$ cat src/hw/net_proto_pkg.sv
package net_proto_pkg;

    // --------------------
    // protocol field values
    localparam logic [15:0] eth_type_ipv4     = 16'h0800;
    localparam logic [7:0]  ip_ver_ihl        = 8'h45;     // ipv4, 5 words
    localparam logic [15:0] ip_flags_frag     = 16'h4000;  // df set, offset 0
    localparam logic [7:0]  ip_ttl            = 8'h80;
    localparam logic [7:0]  ip_proto_icmp     = 8'h01;
    localparam logic [7:0]  icmp_echo_reply   = 8'h00;

    // 20 byte ip header plus 8 byte icmp header
    localparam logic [15:0] ip_icmp_hdr_bytes = 16'd28;
    // 46 byte ethernet minimum less the two headers
    localparam logic [15:0] min_payload_bytes = 16'd18;

    typedef logic [47:0] mac_addr_t;
    typedef logic [31:0] ip_addr_t;

    // --------------------
    // header record, words[0] goes out first
    // words 0..4 are the ip header, 5..6 the icmp header
    typedef struct packed {
        mac_addr_t         dst_mac;
        logic [0:6][31:0]  words;
        logic [15:0]       payload_len;
    } echo_hdr_t;

endpackage

$ cat src/hw/gmii_frame_pkg.sv
package gmii_frame_pkg;

    typedef enum logic [2:0] {
        ph_idle,
        ph_preamble,
        ph_eth_hdr,
        ph_ip_hdr,
        ph_payload,
        ph_fcs
    } frame_phase_t;

    localparam logic [7:0]  preamble_byte = 8'h55;
    localparam logic [7:0]  sfd_byte      = 8'hd5;
    localparam logic [15:0] preamble_len  = 16'd8;   // includes the sfd
    localparam logic [15:0] eth_hdr_len   = 16'd14;

    // reflected crc-32, one byte lsb first
    function automatic logic [31:0] crc32_step(input logic [31:0] crc, input logic [7:0] data);
        logic [31:0] c;
        c = crc;
        for (int i = 0; i < 8; i++) begin
            if (c[0] ^ data[i])
                c = (c >> 1) ^ 32'hedb8_8320;
            else
                c = c >> 1;
        end
        return c;
    endfunction

endpackage

$ cat src/hw/echo_hdr_if.sv
`timescale 1ns/100ps

interface echo_hdr_if;
    import net_proto_pkg::*;

    logic      req;
    logic      ack;
    echo_hdr_t hdr;    // held stable while req is high

    modport builder (
        output req,
        output hdr,
        input  ack
    );

    modport framer (
        input  req,
        input  hdr,
        output ack
    );

endinterface

$ cat src/hw/echo_header_builder.sv
`timescale 1ns/100ps

module echo_header_builder #(
    parameter net_proto_pkg::ip_addr_t  board_ip        = {8'd192, 8'd168, 8'd0, 8'd2},
    parameter net_proto_pkg::mac_addr_t default_dst_mac = 48'hff_ff_ff_ff_ff_ff,
    parameter net_proto_pkg::ip_addr_t  default_dst_ip  = {8'd192, 8'd168, 8'd0, 8'd3}
) (
    input  logic                      gmii_tx_clk,
    input  logic                      rst,
    input  logic                      tx_start,
    input  logic [15:0]               tx_byte_num,
    input  net_proto_pkg::mac_addr_t  dst_mac,
    input  net_proto_pkg::ip_addr_t   dst_ip,
    input  logic [15:0]               icmp_id,
    input  logic [15:0]               icmp_seq,
    input  logic [31:0]               data_sum,
    input  logic                      frame_done,
    output logic                      busy,
    echo_hdr_if.builder               hdr_port
);
    import net_proto_pkg::*;

    typedef enum logic [2:0] {
        st_idle,
        st_ip_sum,
        st_icmp_sum,
        st_req,
        st_release,
        st_wait_done
    } build_state_t;

    build_state_t state;
    logic [1:0]   step;        // checksum sub-cycle
    logic [15:0]  ip_id;
    logic         accept;

    logic [15:0]  len_q;
    logic [15:0]  total_len;
    mac_addr_t    mac_q;
    ip_addr_t     ip_q;
    logic [15:0]  id_q;
    logic [15:0]  seq_q;
    logic [31:0]  data_sum_q;
    logic [31:0]  sum;
    logic [15:0]  ip_csum;
    logic [15:0]  icmp_csum;

    function automatic logic [31:0] ext(input logic [15:0] w);
        return {16'h0000, w};
    endfunction

    // busy drops in the same cycle as frame_done
    assign busy   = (state != st_idle) && !frame_done;
    assign accept = tx_start && !busy;

    // --------------------
    // control
    always_ff @(posedge gmii_tx_clk or posedge rst) begin
        if (rst) begin
            state        <= st_idle;
            step         <= 2'd0;
            ip_id        <= 16'd0;
            hdr_port.req <= 1'b0;
        end else if (accept) begin
            state <= st_ip_sum;
            step  <= 2'd0;
            ip_id <= ip_id + 16'd1;    // first frame carries 1
        end else begin
            case (state)
                st_ip_sum: begin
                    step <= step + 2'd1;
                    if (step == 2'd3)
                        state <= st_icmp_sum;
                end
                st_icmp_sum: begin
                    step <= step + 2'd1;
                    if (step == 2'd3)
                        state <= st_req;
                end
                st_req: begin
                    if (!hdr_port.req) begin
                        if (!hdr_port.ack)          // previous handshake fully closed
                            hdr_port.req <= 1'b1;
                    end else if (hdr_port.ack) begin
                        hdr_port.req <= 1'b0;
                        state        <= st_release;
                    end
                end
                st_release: if (!hdr_port.ack) state <= st_wait_done;
                st_wait_done: if (frame_done) state <= st_idle;
                default: state <= st_idle;
            endcase
        end
    end

    // --------------------
    // request fields and checksums
    always_ff @(posedge gmii_tx_clk) begin
        if (accept) begin
            len_q      <= tx_byte_num;
            total_len  <= tx_byte_num + ip_icmp_hdr_bytes;
            mac_q      <= (dst_mac != '0) ? dst_mac : default_dst_mac;
            ip_q       <= (dst_ip != '0) ? dst_ip : default_dst_ip;
            id_q       <= icmp_id;
            seq_q      <= icmp_seq;
            data_sum_q <= data_sum;
        end
        if (state == st_ip_sum) begin
            case (step)
                2'd0: sum <= ext({ip_ver_ihl, 8'h00}) + ext(total_len) + ext(ip_id)
                             + ext(ip_flags_frag) + ext({ip_ttl, ip_proto_icmp})
                             + ext(board_ip[31:16]) + ext(board_ip[15:0])
                             + ext(ip_q[31:16]) + ext(ip_q[15:0]);
                2'd3: ip_csum <= ~sum[15:0];
                default: sum <= ext(sum[31:16]) + ext(sum[15:0]);   // end-around carry
            endcase
        end else if (state == st_icmp_sum) begin
            case (step)
                2'd0: sum <= ext({icmp_echo_reply, 8'h00}) + ext(id_q) + ext(seq_q)
                             + data_sum_q;
                2'd3: icmp_csum <= ~sum[15:0];
                default: sum <= ext(sum[31:16]) + ext(sum[15:0]);
            endcase
        end
    end

    // field order matches echo_hdr_t
    assign hdr_port.hdr = {
        mac_q,
        ip_ver_ihl, 8'h00, total_len,            // tos 0
        ip_id, ip_flags_frag,
        ip_ttl, ip_proto_icmp, ip_csum,
        board_ip,
        ip_q,
        icmp_echo_reply, 8'h00, icmp_csum,       // code 0
        id_q, seq_q,
        len_q
    };

endmodule

$ cat src/hw/payload_fifo.sv
`timescale 1ns/100ps

module payload_fifo #(
    parameter int fifo_depth = 64    // power of two
) (
    input  logic                        gmii_tx_clk,
    input  logic                        rst,
    input  logic                        wr,
    input  logic [7:0]                  wdata,
    output logic                        full,
    input  logic                        rd,
    output logic [7:0]                  rdata,
    output logic [$clog2(fifo_depth):0] count
);
    localparam int aw = $clog2(fifo_depth);

    logic [7:0]    mem [fifo_depth];
    logic [aw-1:0] wptr;
    logic [aw-1:0] rptr;
    logic          wr_ok;
    logic          rd_ok;

    assign full  = count == fifo_depth[aw:0];
    assign wr_ok = wr && !full;
    assign rd_ok = rd && (count != '0);

    // pointers wrap on their own
    always_ff @(posedge gmii_tx_clk or posedge rst) begin
        if (rst) begin
            wptr  <= '0;
            rptr  <= '0;
            count <= '0;
        end else begin
            if (wr_ok)
                wptr <= wptr + 1'b1;
            if (rd_ok)
                rptr <= rptr + 1'b1;
            case ({wr_ok, rd_ok})
                2'b10:   count <= count + 1'b1;
                2'b01:   count <= count - 1'b1;
                default: count <= count;
            endcase
        end
    end

    always_ff @(posedge gmii_tx_clk) begin
        if (wr_ok)
            mem[wptr] <= wdata;
        if (rd_ok)
            rdata <= mem[rptr];    // valid the cycle after rd
    end

endmodule

$ cat src/hw/gmii_frame_tx.sv
`timescale 1ns/100ps

module gmii_frame_tx #(
    parameter net_proto_pkg::mac_addr_t board_mac  = 48'h00_11_22_33_44_55,
    parameter int                       fifo_depth = 64
) (
    input  logic                        gmii_tx_clk,
    input  logic                        rst,
    echo_hdr_if.framer                  hdr_port,
    output logic                        fifo_rd,
    input  logic [7:0]                  fifo_data,
    input  logic [$clog2(fifo_depth):0] fifo_count,
    output logic                        gmii_tx_en,
    output logic [7:0]                  gmii_txd,
    output logic                        frame_done
);
    import net_proto_pkg::*;
    import gmii_frame_pkg::*;

    frame_phase_t phase;
    logic [15:0]  cnt;          // byte index within the phase
    logic [31:0]  crc;
    echo_hdr_t    hdr_q;
    logic [111:0] eth_hdr;
    logic [15:0]  pay_total;    // payload plus pad
    logic [31:0]  word;
    logic         rd_valid;
    logic         tx_en_q;
    logic         start;
    logic         last_byte;
    logic [7:0]   tx_byte;

    assign eth_hdr   = {hdr_q.dst_mac, board_mac, eth_type_ipv4};
    assign pay_total = (hdr_q.payload_len > min_payload_bytes) ? hdr_q.payload_len
                                                               : min_payload_bytes;
    assign word      = hdr_q.words[cnt[4:2]];
    assign start     = (phase == ph_idle) && hdr_port.req && !hdr_port.ack;

    // fetch one byte ahead so it lines up with the send slot
    assign fifo_rd = (fifo_count != '0) &&
                     (((phase == ph_ip_hdr) && (cnt == 16'd27) && (hdr_q.payload_len != 16'd0)) ||
                      ((phase == ph_payload) && (cnt + 16'd1 < hdr_q.payload_len)));

    // --------------------
    // byte mux
    always_comb begin
        tx_byte   = 8'h00;
        last_byte = 1'b0;
        case (phase)
            ph_preamble: begin
                last_byte = cnt == preamble_len - 16'd1;
                tx_byte   = last_byte ? sfd_byte : preamble_byte;
            end
            ph_eth_hdr: begin
                tx_byte   = eth_hdr[8 * (eth_hdr_len - 16'd1 - cnt) +: 8];
                last_byte = cnt == eth_hdr_len - 16'd1;
            end
            ph_ip_hdr: begin
                tx_byte   = word[8 * (3 - cnt[1:0]) +: 8];    // msb first
                last_byte = cnt == {11'd0, ip_icmp_hdr_bytes[4:0]} - 16'd1;
            end
            ph_payload: begin
                tx_byte   = rd_valid ? fifo_data : 8'h00;     // zero pad past n
                last_byte = cnt == pay_total - 16'd1;
            end
            ph_fcs: begin
                tx_byte   = ~crc[8 * cnt[1:0] +: 8];           // low byte first
                last_byte = cnt == 16'd3;
            end
            default: ;
        endcase
    end

    // --------------------
    // phase sequencing
    always_ff @(posedge gmii_tx_clk or posedge rst) begin
        if (rst) begin
            phase        <= ph_idle;
            cnt          <= 16'd0;
            crc          <= '1;
            hdr_port.ack <= 1'b0;
            rd_valid     <= 1'b0;
            gmii_tx_en   <= 1'b0;
            tx_en_q      <= 1'b0;
            frame_done   <= 1'b0;
        end else begin
            rd_valid   <= fifo_rd;
            gmii_tx_en <= phase != ph_idle;
            tx_en_q    <= gmii_tx_en;
            frame_done <= tx_en_q && !gmii_tx_en;    // one cycle after en falls

            if (hdr_port.ack && !hdr_port.req)
                hdr_port.ack <= 1'b0;

            if (phase == ph_idle) begin
                cnt <= 16'd0;
                crc <= '1;
                if (start) begin
                    hdr_port.ack <= 1'b1;
                    phase        <= ph_preamble;
                end
            end else begin
                if (phase == ph_eth_hdr || phase == ph_ip_hdr || phase == ph_payload)
                    crc <= crc32_step(crc, tx_byte);
                if (last_byte) begin
                    cnt <= 16'd0;
                    case (phase)
                        ph_preamble: phase <= ph_eth_hdr;
                        ph_eth_hdr:  phase <= ph_ip_hdr;
                        ph_ip_hdr:   phase <= ph_payload;
                        ph_payload:  phase <= ph_fcs;
                        default:     phase <= ph_idle;
                    endcase
                end else begin
                    cnt <= cnt + 16'd1;
                end
            end
        end
    end

    always_ff @(posedge gmii_tx_clk) begin
        if (start)
            hdr_q <= hdr_port.hdr;
        gmii_txd <= tx_byte;
    end

endmodule

$ cat src/hw/icmp_echo_tx.sv
`timescale 1ns/100ps

module icmp_echo_tx #(
    parameter net_proto_pkg::mac_addr_t board_mac       = 48'h00_11_22_33_44_55,
    parameter net_proto_pkg::ip_addr_t  board_ip        = {8'd192, 8'd168, 8'd0, 8'd2},
    parameter net_proto_pkg::mac_addr_t default_dst_mac = 48'hff_ff_ff_ff_ff_ff,
    parameter net_proto_pkg::ip_addr_t  default_dst_ip  = {8'd192, 8'd168, 8'd0, 8'd3},
    parameter int                       fifo_depth      = 64
) (
    input  logic                      gmii_tx_clk,
    input  logic                      rst,
    // echo request
    input  logic                      tx_start,
    input  logic [15:0]               tx_byte_num,
    input  net_proto_pkg::mac_addr_t  dst_mac,
    input  net_proto_pkg::ip_addr_t   dst_ip,
    input  logic [15:0]               icmp_id,
    input  logic [15:0]               icmp_seq,
    input  logic [31:0]               data_sum,     // unfolded payload sum
    // payload fill
    input  logic [7:0]                payload_data,
    input  logic                      payload_wr,
    output logic                      payload_full,
    // gmii
    output logic                      gmii_tx_en,
    output logic [7:0]                gmii_txd,
    output logic                      busy,
    output logic                      tx_done
);
    logic                        fifo_rd;
    logic [7:0]                  fifo_data;
    logic [$clog2(fifo_depth):0] fifo_count;

    echo_hdr_if hdr_bus ();

    echo_header_builder #(
        .board_ip        (board_ip),
        .default_dst_mac (default_dst_mac),
        .default_dst_ip  (default_dst_ip)
    ) u_builder (
        .gmii_tx_clk (gmii_tx_clk),
        .rst         (rst),
        .tx_start    (tx_start),
        .tx_byte_num (tx_byte_num),
        .dst_mac     (dst_mac),
        .dst_ip      (dst_ip),
        .icmp_id     (icmp_id),
        .icmp_seq    (icmp_seq),
        .data_sum    (data_sum),
        .frame_done  (tx_done),
        .busy        (busy),
        .hdr_port    (hdr_bus.builder)
    );

    payload_fifo #(
        .fifo_depth (fifo_depth)
    ) u_fifo (
        .gmii_tx_clk (gmii_tx_clk),
        .rst         (rst),
        .wr          (payload_wr),
        .wdata       (payload_data),
        .full        (payload_full),
        .rd          (fifo_rd),
        .rdata       (fifo_data),
        .count       (fifo_count)
    );

    gmii_frame_tx #(
        .board_mac  (board_mac),
        .fifo_depth (fifo_depth)
    ) u_framer (
        .gmii_tx_clk (gmii_tx_clk),
        .rst         (rst),
        .hdr_port    (hdr_bus.framer),
        .fifo_rd     (fifo_rd),
        .fifo_data   (fifo_data),
        .fifo_count  (fifo_count),
        .gmii_tx_en  (gmii_tx_en),
        .gmii_txd    (gmii_txd),
        .frame_done  (tx_done)     // completion pulse goes straight out
    );

endmodule

$ cat config.mk
export PLATFORM = sky130hd
export DESIGN_NAME = icmp_echo_tx
export DESIGN_NICKNAME = d
export VERILOG_FILES = /design/src/hw/net_proto_pkg.sv /design/src/hw/gmii_frame_pkg.sv /design/src/hw/echo_hdr_if.sv /design/src/hw/echo_header_builder.sv /design/src/hw/payload_fifo.sv /design/src/hw/gmii_frame_tx.sv /design/src/hw/icmp_echo_tx.sv
export SDC_FILE = /design/constraint.sdc
export NUM_CORES = 1
export LEC_CHECK = 0
export BUFFER_PORTS_ARGS = -buffer_cell sky130_fd_sc_hd__buf_2
export CAP_MARGIN = 20
export CORE_MARGIN = 1.5
export CORE_UTILIZATION = 40
export CTS_BUF_LIST = sky130_fd_sc_hd__clkbuf_16
export DETAILED_ROUTE_END_ITERATION = 8
export PLACE_DENSITY = 0.53
export RECOVER_POWER = 25
export REMOVE_ABC_BUFFERS = 1
export SETUP_SLACK_MARGIN = 0.4
export SLEW_MARGIN = 10
export SYNTH_ARGS = -nofsm -noshare
export SYNTH_HDL_FRONTEND = slang
export SYNTH_HIERARCHICAL = 1
export SYNTH_SLANG_ARGS = --single-unit
export TNS_END_PERCENT = 50
$ cat constraint.sdc
create_clock -name gmii_tx_clk -period 9.3 [get_ports gmii_tx_clk]
set_input_delay 0.465 -clock gmii_tx_clk [delete_from_list [all_inputs] [get_ports gmii_tx_clk]]
set_output_delay 0.465 -clock gmii_tx_clk [all_outputs]
set_load 0.1 [all_outputs]
==> flow_summary.ini <==
[outcome]
status = complete, but fails checks
violations = capacitance limit, slew limit

[grt]
grtUsageTotal = 0.203
grt_max_degree = 119
antenna_found_initial = 7
overflow = 0
grt_pass1_vias = 29600
grt_pass1_wl_mm = 199

[logic_synthesis]
ys.flop_type = edfxtp_1
synth.distinct_cells = 106
synth-edff-count = 1046
async_flop_share = 0.0843
syn_inst = 3473
synth_top_cell_by_area = edfxtp_1
yosys.area.top_type_share = 0.598
synth_area_leaders = edfxtp_1 60%, mux4_2 4.4%, mux2i_1 4.1%
ys_seq_elements = 1151
synth.avg_cell_area_um2 = 15.1
ys_seq_area_frac = 0.648
yosys_warnings = 6
syn-cell-area_um2 = 52500

[pwr]
p_per_area_nw_per_um2 = 361
p_sw_frac = 0.378
internal-power_mw = 13.6
combPwrFrac = 0.412
ir_worst_vdd_uv = 242
power_switching_mw = 8.26
power_mw = 21.8
power_frac_seq = 0.355
p_clk_frac = 0.233
leakage_nw = 21.4

[clocking]
clk_latency_ns = 0.76
cts.root.buffer_cell = clkbuf_16
clock_sinks = 1151
cts_tree = built
cts_buffers = 132
clk_path_buf_depth = 3
ctsHtreeMaxLevel = 4
cts.clk_slew.worst_paths_ns = 0.06
postCtsSetupBuffers = 0

[placed_design]
io_buffer_count = 183
gp_congestion = 0.877
dpl.hpwl_mm = 92.0
post-place-cells = 5262

[sta]
rsz0062_at_grt = no
min_period_over_period = 0.607
fin_skew_ns = 0.0266
setup_viol = 0
slew_headroom = -1.10
tns_ns = 0
worst_pin_slew_ns = 3.14
layout_min_cycle_time_ns = 5.64
slew_viol_final = 390
hold_viol_final = 0
clock.fmax_mhz = 177

[setup_path]
crit_required_ns = 9.98
reg2reg_to = u_fifo/count[5]$_DFFE_PP0P_
path_max_fanout = 47
rr_startpoint = u_framer/cnt[1]$_DFF_PP0_
start_kind = flop
setup.worst_path.class = reg -> reg
rrSetupSlack_ns = 3.66
crit_path_end_kind = flop
cp.arrival_ns = 6.32
reg2regPathDepth = 21

[route]
wire_per_inst_um = 23.9
wl_mm = 136
first_pass_iters = 7
first_iter_violations = 2647
drc = 0
via_count = 30100
vias_per_cell = 5.31
ant_nets = 0

[worst_hold_path]
hp-start = dst_mac[28]
hp-class = in -> reg
hold_path_end = u_builder/mac_q[28]$_SDFFCE_PN1P_
holdPathStages = 2

[die]
ios = 184
die_w_um = 365
die_h_um = 365
fp-row-count = 132
core-area_um2 = 130000
initial_core_util = 0.404
dieArea_um2 = 133000

[cells_and_area]
layout-drive-gt1-share = 0.159
final_core_util = 0.466
fill_cells = 11500
final_nets = 4133
layoutNonFillerInstCount = 5664
area_growth_pct = 15.2
multi_input_area_um2 = 16500
seq_area_um2 = 34100

[run]
drv_cap = 6
-- critical path, cell delays in order (launching register included) --
cell and delay, ns:
dfrtp_2 0.34, buf_4 0.57, ha_1 0.38, ha_1 0.27, a21boi_0 0.12, o21a_1 0.21, o21a_1 0.17, o21a_1 0.17
o21a_1 0.17, o21a_1 0.17, o21a_1 0.16, o21ai_0 0.16, a21oi_1 0.10, o31ai_1 0.27, o21a_1 0.57, ha_1 0.44
ha_1 0.29, a21o_1 0.15, a21oi_1 0.21, o21bai_1 0.11, a2111oi_0 0.39, nand3b_1 0.16
-- flip-flops by register name (all words and copies together), names as in the netlist, 32 cells and up, named ones only --
signal,flops
u_fifo/mem,512
u_builder/mac_q,48
u_builder/data_sum_q,32
u_framer/crc,32
u_builder/sum,32
u_framer/hdr_q,240
u_framer/eth_hdr,48
u_builder/ip_q,32
-- cell usage in the layout (no fill, tap or decap), drive strengths merged, types with 39 or more instances in the layout --
master and instances:
nor3 49, conb 96, mux2i 213, a211oi 42, inv 210, fa 50
edfxtp 1046, dfrtp 65, xnor2 120, clkinv 51, nand3 44, buf 173
dlygate4sd3 156, xor2 51, ha 101, o21ai 94, nand2 118, clkbuf 192
nor2 167, o22ai 39, mux4 110, or2 62, a21oi 112
-- power groups by stage --
stage / combinational [mW] / clock, mW / sequential (mW)
5_1_grt: 9.85 / 5.41 / 7.86
6_report: 9.00 / 5.09 / 7.76
4_1_cts: 9.06 / 5.22 / 7.77
2_1_floorplan: 6.32 / 0 / 8.03
3_3_place_gp: 8.91 / 0 / 7.86
3_5_place_dp: 8.95 / 0 / 7.86
-- how the worst max path moves through the flow --
stage,startpoint,end
6_report,u_framer/cnt[1]$_DFF_PP0_,u_fifo/count[5]$_DFFE_PP0P_
5_1_grt,u_framer/cnt[1]$_DFF_PP0_,u_fifo/count[5]$_DFFE_PP0P_
4_1_cts,u_framer/cnt[1]$_DFF_PP0_,u_fifo/count[5]$_DFFE_PP0P_
3_5_place_dp,u_framer/cnt[1]$_DFF_PP0_,u_fifo/count[5]$_DFFE_PP0P_
3_3_place_gp,u_framer/cnt[1]$_DFF_PP0_,u_fifo/count[5]$_DFFE_PP0P_
2_1_floorplan,u_framer/phase[0]$_DFFE_PP0P_,u_framer/eth_hdr[100]$_DFFE_PP_
-- metal layers --
layer | up-vias | global-route usage | wire length [um]
met5 | - | 0 | 44
li1 | 13800 | - | -
met3 | 168 | 0.0353 | 8500
met1 | 15200 | 0.305 | 63500
met4 | 6 | 0.0513 | 2620
met2 | 885 | 0.304 | 61000
-- area by class of cell --
class | count | share of cell area
inverters | 171 | 0.0107
diodes | 4 | 0.000166
clock inverters | 107 | 0.0149
flip-flops and latches | 1151 | 0.563
multi-input cells | 1968 | 0.273
repair buffers | 386 | 0.0457
clock buffers | 135 | 0.0559
well taps | 1742 | 0.0360
-- timing repair --
item,4_1_cts,5_1_grt
endpoints found under the hold margin,196,0
hold buffers,156,0
resized for setup,0,0
-- synth_stat cells (21+ instances only) --
cell type / number
o22a_1: 28
o2bb2ai_1: 28
o21a_1: 21
mux4_2: 103
or2_2: 60
dfrtp_1: 65
nand3_1: 44
nor3_1: 45
nor2_1: 167
buf_2: 44
nand2_1: 118
dfstp_2: 32
a211oi_1: 41
nand4_1: 30
xor2_1: 46
edfxtp_1: 1046
xnor2_1: 109
clkbuf_1: 93
o22ai_1: 39
inv_1: 167
a21oi_1: 110
nor4_1: 32
nor2b_1: 37
fa_1: 50
mux2i_1: 213
a21o_1: 22
buf_4: 113
ha_1: 101
o221ai_1: 30
o21ai_0: 76
and3_1: 29
-- stage by stage --
step | hold WS [ns] | area [um^2] | setup WS [ns]
floorplan | 0.400 | 51200 | 1.22
global placement | 0.401 | 54700 | 3.65
detailed placement | 0.405 | 54700 | 3.62
CTS | 0.00592 | 60500 | 3.60
global route | 0.0130 | 60500 | 3.16
finish | 0.0617 | 60500 | 3.66
-- kinds of logic (layout without fill, tap and decap cells) --
family / Yosys count / in the layout / synth area share
multiplexers: 335 / 335 / 0.0909
AND/OR/NAND/NOR: 661 / 661 / 0.0660
buffers and inverters: 448 / 799 / 0.0442
other: 2 / 100 / 0.000143
adder cells (fa/ha/maj): 151 / 151 / 0.0431
AO/OA/AOI/OAI: 551 / 551 / 0.0733
flip-flops: 1151 / 1151 / 0.648
XOR/XNOR: 174 / 174 / 0.0341
Power figures use the tool's default switching activity.
